==> src/rtl/rename_pkg.sv <==
// Widths and types shared by the register-rename stage.
// Every block refers to these by scoped name, so the tag and index
// widths change in one place only.

`default_nettype none

package rename_pkg;

  localparam int NUM_AREGS = 32;  // Architectural registers, all renamed.
  localparam int NUM_PREGS = 64;  // Physical tags.

  // Architectural register index.
  typedef logic [$clog2(NUM_AREGS)-1:0] areg_t;

  // Physical register tag.
  typedef logic [$clog2(NUM_PREGS)-1:0] preg_t;

  // One map or checkpoint entry.
  // Top bit is the ready bit, the rest is the tag.
  typedef logic [$bits(preg_t):0] mt_entry_t;

  // Free-list pointer: slot index plus one wrap bit.
  // The list holds the tags not mapped after reset.
  typedef logic [$clog2(NUM_PREGS - NUM_AREGS):0] fl_ptr_t;

endpackage

`default_nettype wire

==> src/rtl/map_table.sv <==
// Architectural-to-physical map with a ready bit per entry.
// Operand and old-destination reads are combinational in the dispatch
// cycle; renames, CDB ready sets and rollback loads land at the next edge.
// bak_data_o carries the next state, so a branch checkpoint includes
// the branch's own rename.

`default_nettype none

module map_table (
  input  logic                                                 clk,
  input  logic                                                 rst,
  input  logic                                                 dispatch_en_i,  // Rename strobe.
  input  rename_pkg::areg_t                                    opa_areg_i,
  input  rename_pkg::areg_t                                    opb_areg_i,
  input  rename_pkg::areg_t                                    dest_areg_i,
  input  rename_pkg::preg_t                                    new_preg_i,     // Free-list head.
  input  logic                                                 cdb_en_i,
  input  rename_pkg::preg_t                                    cdb_preg_i,
  input  logic                                                 rollback_i,
  input  rename_pkg::mt_entry_t [rename_pkg::NUM_AREGS-1:0]    rc_data_i,      // Oldest checkpoint.
  output rename_pkg::preg_t                                    opa_preg_o,
  output rename_pkg::preg_t                                    opb_preg_o,
  output rename_pkg::preg_t                                    dest_old_preg_o,
  output logic                                                 opa_rdy_o,
  output logic                                                 opb_rdy_o,
  output rename_pkg::mt_entry_t [rename_pkg::NUM_AREGS-1:0]    bak_data_o      // Next map state.
);

  localparam int RDY_BIT = $bits(rename_pkg::preg_t);  // Ready sits above the tag.

  rename_pkg::mt_entry_t [rename_pkg::NUM_AREGS-1:0] map_q;  // Current map.
  rename_pkg::mt_entry_t [rename_pkg::NUM_AREGS-1:0] map_d;  // Map after this cycle.
  logic [rename_pkg::NUM_AREGS-1:0] cdb_hit;                  // Entries holding the CDB tag.

  // Tags in the map are unique, so at most one entry hits.
  always_comb begin
    for (int i = 0; i < rename_pkg::NUM_AREGS; i++) begin
      cdb_hit[i] = cdb_en_i && (map_q[i][RDY_BIT-1:0] == cdb_preg_i);
    end
  end

  // Operand reads.
  // A broadcast in this very cycle is bypassed into the ready bits.
  assign opa_preg_o      = map_q[opa_areg_i][RDY_BIT-1:0];
  assign opb_preg_o      = map_q[opb_areg_i][RDY_BIT-1:0];
  assign opa_rdy_o       = map_q[opa_areg_i][RDY_BIT] | cdb_hit[opa_areg_i];
  assign opb_rdy_o       = map_q[opb_areg_i][RDY_BIT] | cdb_hit[opb_areg_i];
  assign dest_old_preg_o = map_q[dest_areg_i][RDY_BIT-1:0];  // Goes to the ROB.

  // Next-state map.
  // Priority from low to high: CDB set, dispatch rename, rollback.
  always_comb begin
    map_d = map_q;
    for (int i = 0; i < rename_pkg::NUM_AREGS; i++) begin
      if (cdb_hit[i]) begin
        map_d[i][RDY_BIT] = 1'b1;  // Producer has broadcast.
      end
    end
    if (dispatch_en_i) begin
      map_d[dest_areg_i] = {1'b0, new_preg_i};  // New tag, value not yet produced.
    end
    if (rollback_i) begin
      map_d = rc_data_i;  // Whole map from the checkpoint.
    end
  end

  assign bak_data_o = map_d;  // Saved by the branch stack on a branch dispatch.

  always_ff @(posedge clk) begin
    if (rst) begin
      // Identity map, everything ready.
      for (int i = 0; i < rename_pkg::NUM_AREGS; i++) begin
        map_q[i] <= {1'b1, rename_pkg::preg_t'(i)};
      end
    end else begin
      map_q <= map_d;
    end
  end

endmodule

`default_nettype wire

==> src/rtl/free_list.sv <==
// Circular queue of free physical tags.
// Dispatch pops the head and retirement pushes old tags at the tail.
// A misprediction restores the read pointer from the checkpoint, which
// returns every tag handed out since the branch; the write pointer is
// left alone so retirements in the meantime are kept.

`default_nettype none

module free_list (
  input  logic                clk,
  input  logic                rst,
  input  logic                pop_i,        // Dispatch takes the head.
  input  logic                push_i,       // Retirement frees a tag.
  input  rename_pkg::preg_t   push_preg_i,
  input  logic                rollback_i,
  input  rename_pkg::fl_ptr_t rc_head_i,    // Saved read pointer.
  output rename_pkg::preg_t   head_preg_o,  // Next free tag.
  output rename_pkg::fl_ptr_t next_head_o,  // Read pointer after this cycle's pop.
  output logic                empty_o
);

  localparam int FL_SLOTS = rename_pkg::NUM_PREGS - rename_pkg::NUM_AREGS;
  localparam int IDX_W    = $clog2(FL_SLOTS);

  rename_pkg::preg_t   slots [FL_SLOTS];  // Tag storage.
  rename_pkg::fl_ptr_t rd_ptr;            // Head, wrap bit on top.
  rename_pkg::fl_ptr_t wr_ptr;            // Tail.

  // Same slot and same wrap means nothing left.
  assign empty_o = (rd_ptr == wr_ptr);

  assign head_preg_o = slots[rd_ptr[IDX_W-1:0]];
  assign next_head_o = pop_i ? rd_ptr + 1'b1 : rd_ptr;  // Checkpoint sees the branch's pop.

  always_ff @(posedge clk) begin
    if (rst) begin
      // Tags above the architectural range start out free, in order.
      for (int i = 0; i < FL_SLOTS; i++) begin
        slots[i] <= rename_pkg::preg_t'(rename_pkg::NUM_AREGS + i);
      end
      rd_ptr <= '0;
      wr_ptr <= rename_pkg::fl_ptr_t'(FL_SLOTS);  // Full: wrap bit differs.
    end else begin
      if (push_i) begin
        slots[wr_ptr[IDX_W-1:0]] <= push_preg_i;
        wr_ptr <= wr_ptr + 1'b1;
      end
      if (rollback_i) begin
        rd_ptr <= rc_head_i;  // Reclaim tags taken after the branch.
      end else begin
        rd_ptr <= next_head_o;
      end
    end
  end

endmodule

`default_nettype wire

==> src/rtl/branch_stack.sv <==
// In-order queue of branch checkpoints.
// Each entry is a copy of the map plus the free-list read pointer.
// Branches resolve oldest first, so recovery always uses the head entry.
// Broadcasts keep the stored ready bits current so a restore is not stale.

`default_nettype none

module branch_stack #(
  parameter int BR_DEPTH = 4  // Checkpoints held.
) (
  input  logic                                               clk,
  input  logic                                               rst,
  input  logic                                               save_i,       // Branch dispatch.
  input  rename_pkg::mt_entry_t [rename_pkg::NUM_AREGS-1:0]  save_data_i,
  input  rename_pkg::fl_ptr_t                                save_head_i,
  input  logic                                               resolve_i,    // Oldest resolves.
  input  logic                                               wrong_i,      // Mispredicted.
  input  logic                                               cdb_en_i,
  input  rename_pkg::preg_t                                  cdb_preg_i,
  output rename_pkg::mt_entry_t [rename_pkg::NUM_AREGS-1:0]  rc_data_o,    // Oldest map copy.
  output rename_pkg::fl_ptr_t                                rc_head_o,
  output logic                                               full_o
);

  localparam int PTR_W   = (BR_DEPTH > 1) ? $clog2(BR_DEPTH) : 1;
  localparam int CNT_W   = $clog2(BR_DEPTH + 1);
  localparam int RDY_BIT = $bits(rename_pkg::preg_t);

  rename_pkg::mt_entry_t [rename_pkg::NUM_AREGS-1:0] ck_map [BR_DEPTH];
  rename_pkg::fl_ptr_t ck_head [BR_DEPTH];

  logic [PTR_W-1:0] old_ptr;  // Oldest checkpoint.
  logic [PTR_W-1:0] new_ptr;  // Next slot to fill.
  logic [CNT_W-1:0] count;    // Entries in use.
  logic             do_pop;
  logic             flush;

  // Pointer step with wrap at BR_DEPTH.
  function automatic logic [PTR_W-1:0] ptr_inc(input logic [PTR_W-1:0] p);
    return (p == PTR_W'(BR_DEPTH - 1)) ? '0 : p + 1'b1;
  endfunction

  assign flush  = resolve_i && wrong_i;                      // Discard every checkpoint.
  assign do_pop = resolve_i && !wrong_i && (count != '0);  // Correct prediction.
  assign full_o = (count == CNT_W'(BR_DEPTH));

  assign rc_data_o = ck_map[old_ptr];
  assign rc_head_o = ck_head[old_ptr];

  always_ff @(posedge clk) begin
    if (rst || flush) begin
      old_ptr <= '0;
      new_ptr <= '0;
      count   <= '0;
    end else begin
      if (save_i) begin
        new_ptr <= ptr_inc(new_ptr);
      end
      if (do_pop) begin
        old_ptr <= ptr_inc(old_ptr);
      end
      count <= count + CNT_W'(save_i) - CNT_W'(do_pop);  // Save and pop may coincide.
    end
  end

  // Checkpoint payload.
  // Free slots are updated by the CDB too, which does no harm.
  always_ff @(posedge clk) begin
    if (cdb_en_i) begin
      for (int s = 0; s < BR_DEPTH; s++) begin
        for (int e = 0; e < rename_pkg::NUM_AREGS; e++) begin
          if (ck_map[s][e][RDY_BIT-1:0] == cdb_preg_i) begin
            ck_map[s][e][RDY_BIT] <= 1'b1;
          end
        end
      end
    end
    // New copy already includes this cycle's broadcast.
    if (save_i) begin
      ck_map[new_ptr]  <= save_data_i;
      ck_head[new_ptr] <= save_head_i;
    end
  end

endmodule

`default_nettype wire

==> src/rtl/rename_unit.sv <==
// Register-rename stage top level.
// Joins the map table, the free list and the branch checkpoint queue.
// Drive one dispatch per cycle while rename_stall_o is low; results come
// back combinationally in the same cycle.

`default_nettype none

module rename_unit #(
  parameter int BR_DEPTH = 4  // Unresolved branches allowed.
) (
  input  logic              clk,
  input  logic              rst,
  input  logic              dispatch_en_i,
  input  logic              is_branch_i,
  input  rename_pkg::areg_t opa_areg_i,
  input  rename_pkg::areg_t opb_areg_i,
  input  rename_pkg::areg_t dest_areg_i,
  input  logic              cdb_en_i,
  input  rename_pkg::preg_t cdb_preg_i,
  input  logic              retire_en_i,
  input  rename_pkg::preg_t retire_preg_i,    // Old tag released by the ROB.
  input  logic              br_resolve_i,
  input  logic              br_wrong_i,
  output rename_pkg::preg_t opa_preg_o,
  output rename_pkg::preg_t opb_preg_o,
  output logic              opa_rdy_o,
  output logic              opb_rdy_o,
  output rename_pkg::preg_t dest_preg_o,      // New tag.
  output rename_pkg::preg_t dest_old_preg_o,
  output logic              rename_stall_o
);

  rename_pkg::preg_t   head_preg;
  rename_pkg::fl_ptr_t next_head;
  rename_pkg::fl_ptr_t rc_head;
  rename_pkg::mt_entry_t [rename_pkg::NUM_AREGS-1:0] bak_data;
  rename_pkg::mt_entry_t [rename_pkg::NUM_AREGS-1:0] rc_data;
  logic fl_empty;
  logic bs_full;
  logic br_rollback;

  assign br_rollback    = br_resolve_i && br_wrong_i;
  assign rename_stall_o = fl_empty | bs_full;  // No tag or no checkpoint slot.
  assign dest_preg_o    = head_preg;

  map_table u_map_table (
    .clk, .rst, .dispatch_en_i, .opa_areg_i, .opb_areg_i, .dest_areg_i,
    .new_preg_i(head_preg), .cdb_en_i, .cdb_preg_i, .rollback_i(br_rollback),
    .rc_data_i(rc_data), .opa_preg_o, .opb_preg_o, .dest_old_preg_o,
    .opa_rdy_o, .opb_rdy_o, .bak_data_o(bak_data)
  );

  free_list u_free_list (
    .clk, .rst, .pop_i(dispatch_en_i), .push_i(retire_en_i),
    .push_preg_i(retire_preg_i), .rollback_i(br_rollback), .rc_head_i(rc_head),
    .head_preg_o(head_preg), .next_head_o(next_head), .empty_o(fl_empty)
  );

  // Checkpoint taken on the branch's own dispatch edge.
  branch_stack #(.BR_DEPTH(BR_DEPTH)) u_branch_stack (
    .clk, .rst, .save_i(dispatch_en_i && is_branch_i), .save_data_i(bak_data),
    .save_head_i(next_head), .resolve_i(br_resolve_i), .wrong_i(br_rollback),
    .cdb_en_i, .cdb_preg_i, .rc_data_o(rc_data), .rc_head_o(rc_head),
    .full_o(bs_full)
  );

endmodule

`default_nettype wire

==> config.mk <==
export PLATFORM = sky130hd
export DESIGN_NAME = rename_unit
export DESIGN_NICKNAME = d
export VERILOG_FILES = /design/src/rtl/rename_pkg.sv /design/src/rtl/map_table.sv /design/src/rtl/free_list.sv /design/src/rtl/branch_stack.sv /design/src/rtl/rename_unit.sv
export SDC_FILE = /design/constraint.sdc
export NUM_CORES = 2
export LEC_CHECK = 0
export BUFFER_PORTS_ARGS = -buffer_cell sky130_fd_sc_hd__buf_2
export CAP_MARGIN = 10
export CORE_ASPECT_RATIO = 1.5
export CORE_UTILIZATION = 45
export DETAILED_ROUTE_END_ITERATION = 7
export GPL_TIMING_DRIVEN = 0
export PLACE_DENSITY_LB_ADDON = 0.1
export SLEW_MARGIN = 20
export SYNTH_ARGS = -nofsm -noshare
export SYNTH_HDL_FRONTEND = slang
export SYNTH_SLANG_ARGS = --single-unit
==> constraint.sdc <==
create_clock -name clk -period 11.45 [get_ports clk]
set_input_delay 2.29 -clock clk [delete_from_list [all_inputs] [get_ports clk]]
set_output_delay 2.29 -clock clk [all_outputs]
set_load 0.01 [all_outputs]
==> flow_metrics.env <==
export IMPL_drc_errors=0
export IMPL_syn_cell_area_um2=70570
export IMPL_setup_violations=0
export IMPL_fin_crit_sh_pct=79.68
export IMPL_hold_ws_ns=0.5081
export IMPL_cts_setup_buffers=0
export IMPL_cts_buffer_depth=3
export IMPL_start_kind="primary input"
export IMPL_synth_edf_count=984
export IMPL_postSynthAreaPerCell_um2=12.93
export IMPL_finClkSkew_ns=0.03616
export IMPL_firstDrtPassIters=6
export IMPL_stdcell_area_um2=79370
export IMPL_root_buffer="clkbuf_16"
export IMPL_yosys_area_top_type="edfxtp_1"
export IMPL_dp_hpwl_um=262600
export IMPL_grt_use_total_pct=44.69
export IMPL_powerDensity_nw_per_um2=159.4
export IMPL_worst_slew_pin_slew_ns=1.359
export IMPL_drt_iter0_drc=7061
export IMPL_hold_viol=0
export IMPL_period_needed_ns=9.123
export IMPL_grt_max_degree=41
export IMPL_clk_latency_ns=0.83
export IMPL_fillers=13740
export IMPL_maxCapViolCount=0
export IMPL_cts_tree="yes"
export IMPL_grt_antenna_before_repair=30
export IMPL_synthTopCellsByArea="edfxtp_1, mux4_2, dfxtp_1"
export IMPL_synthTopCellsByCount="edfxtp_1, xnor2_1, xor2_1"
export IMPL_drtAntennaViolNets=0
export IMPL_nets=5742
export IMPL_rsz0062_at_grt="false"
export IMPL_hold_buffers=0
export IMPL_critPathArrivalTime_ns=6.83
export IMPL_fmax_mhz=109.6
export IMPL_grt_overflow=0
export IMPL_yosys_cell_count_top_type="edfxtp_1"
export IMPL_seq_area_frac_synth_pct=52.45
export IMPL_worst_ir_drop_vdd_v=0.0001507
export IMPL_core_um2=155500
export IMPL_hold_path_class="reg -> reg"
export IMPL_crit_type="in -> out"
export IMPL_yosysTopAreaCellShare_pct=41.87
export IMPL_dieArea_um2=158400
export IMPL_relSlewSlack_pct=9.398
export IMPL_io_pins=62
export IMPL_rows=177
export IMPL_cts_sinks=1357
export IMPL_layout_drive_gt1_share_pct=19.98
export IMPL_wl_per_cell_um=45.16
export IMPL_die_y_um=487.0
export IMPL_cp_data_required_time_ns=9.16
export IMPL_routed_wl_um=356100
export IMPL_ys_flop_type="edfxtp_1"
export IMPL_start_util_pct=45.39
export IMPL_numCtsBuffers=139
export IMPL_vias=54220
export IMPL_htree_levels=4
export IMPL_syn_inst=5460
export IMPL_clk_pin_slew_ns=0.07
export IMPL_dpl_cell_area_um2=74650
export IMPL_grt_pass1_vias=53240
export IMPL_worstSetupEndpointType="output port"
export IMPL_avgViaCountPerCell=6.875
export IMPL_cts_resized=0
export IMPL_syn2layout_area_growth_pct=12.47
export IMPL_port_buffers=46
export IMPL_synth_seq_cells=1357
export IMPL_ys_warn_count=0
export IMPL_leakage_nw=25.45
export IMPL_critPathMaxFanout=10
export IMPL_drv_slew=0
export IMPL_die_x_um=325.3
export IMPL_outcome="finished, final reports clean"
export IMPL_synth_distinct_cells=72
export IMPL_syn_num_nets=5508
export IMPL_grt_pass1_wl_um=470900
export IMPL_place_congestion=1.057
export IMPL_synthArstFlopShare_pct=0
## final timing paths
kind,from,endpoint,slack (ns),depth (start not counted)
max,cdb_en_i,opb_rdy_o,2.33,9
min,u_branch_stack.ck_map[2][181]$_DFF_P_,u_branch_stack.ck_map[2][181]$_DFF_P_,0.51,2
max reg2reg,register,u_branch_stack.ck_map[2][167]$_DFF_P_,6.39,8
min reg2reg,u_branch_stack.ck_map[2][181]$_DFF_P_,u_branch_stack.ck_map[2][181]$_DFF_P_,0.51,2
## cells by family after synthesis
group | Yosys count | share of synthesized area [%]
AND/OR/NAND/NOR | 1548 | 11.65
flip-flops | 1357 | 52.45
XOR/XNOR | 977 | 12.13
AO/OA/AOI/OAI | 584 | 5.305
multiplexers | 513 | 15.19
buffers and inverters | 468 | 3.035
adder cells (fa/ha/maj) | 13 | 0.2411
## state kept, by name, indices dropped and copies added, names as in the netlist, named ones only
register	cells
u_branch_stack.ck_map	896
u_map_table.map_q	224
u_free_list.slots	192
u_branch_stack.ck_head	24
u_free_list.rd_ptr	6
u_free_list.wr_ptr	6
u_branch_stack.count	3
u_branch_stack.new_ptr	2
u_branch_stack.old_ptr	2
## layout make-up
class,count,area [µm²],area share [%]
Tap cell,2058,2575,3.244
Timing Repair Buffer,93,1356,1.709
Clock buffer,196,3939,4.962
Antenna cell,18,45.04,0.05675
Inverter,27,101.3,0.1277
Sequential cell,1357,37020,46.63
Clock inverter,61,721.9,0.9095
Buffer,441,2156,2.716
Multi-Input combinational cell,3635,31470,39.64
## power by group
part	internal (W)	leakage, nW	switching (W)
Sequential	0.00556	11.9	0.000231
Combinational	0.000691	11.3	0.00142
Clock	0.00268	2.28	0.00208
## routing by layer
| metal | routed length [µm] | up-vias | GRT usage (%) |
|---|---|---|---|
| li1 | - | 21100 | - |
| met1 | 122300 | 27810 | 51.07 |
| met2 | 163500 | 4027 | 70.42 |
| met3 | 34120 | 1264 | 10.85 |
| met4 | 36090 | 16 | 38.50 |
| met5 | 103 | - | 0 |
## cells in the final DEF, fill, tap and decap left out, types with 30 or more instances in the layout
| cell type | synthesis | routed |
|---|---|---|
| o21ai_1 | 29 | 30 |
| buf_2 | 143 | 207 |
| nand2b_1 | 41 | 41 |
| and3_1 | 95 | 95 |
| dfxtp_1 | 373 | 373 |
| xor2_1 | 454 | 454 |
| nor4_1 | 145 | 138 |
| clkbuf_16 | 0 | 144 |
| mux4_2 | 440 | 440 |
| xnor2_1 | 523 | 523 |
| nor3_1 | 245 | 244 |
| o21ai_0 | 85 | 84 |
| edfxtp_1 | 984 | 984 |
| nand2_1 | 205 | 204 |
| clkbuf_2 | 1 | 64 |
| and2_1 | 39 | 39 |
| nand4_1 | 168 | 168 |
| o211ai_1 | 55 | 55 |
| nand3_1 | 113 | 113 |
| or2_1 | 33 | 33 |
| or2_2 | 82 | 82 |
| mux2i_1 | 56 | 56 |
| a21oi_1 | 268 | 268 |
| or3_1 | 66 | 66 |
| nor2b_1 | 83 | 83 |
| nor2_1 | 213 | 213 |
| clkbuf_1 | 240 | 211 |
## critical path, stage by stage
cell      delay (ns)
buf_2           0.17
clkbuf_1        0.79
buf_1           1.03
nand4_1         0.55
o311a_1         0.50
o311ai_0        0.17
o22ai_1         0.16
nor3_1          0.86
buf_2           0.28
## through the flow
stage | setup slack [ns] | total power [W] | cells | util [%] | TNS, ns
floorplan | 2.224 | 0.006914 | 5460 | - | 0
global placement | -4.909 | 0.007869 | 7564 | 47.20 | -3786.08
detailed placement | 2.668 | 0.007896 | 7611 | 48.02 | 0
CTS | 2.649 | 0.01256 | 7868 | 51.01 | 0
global route | 2.607 | 0.01283 | 7870 | 51.03 | 0
finish | 2.327 | 0.01265 | 7886 | 51.06 | 0
Power figures use the tool's default switching activity.
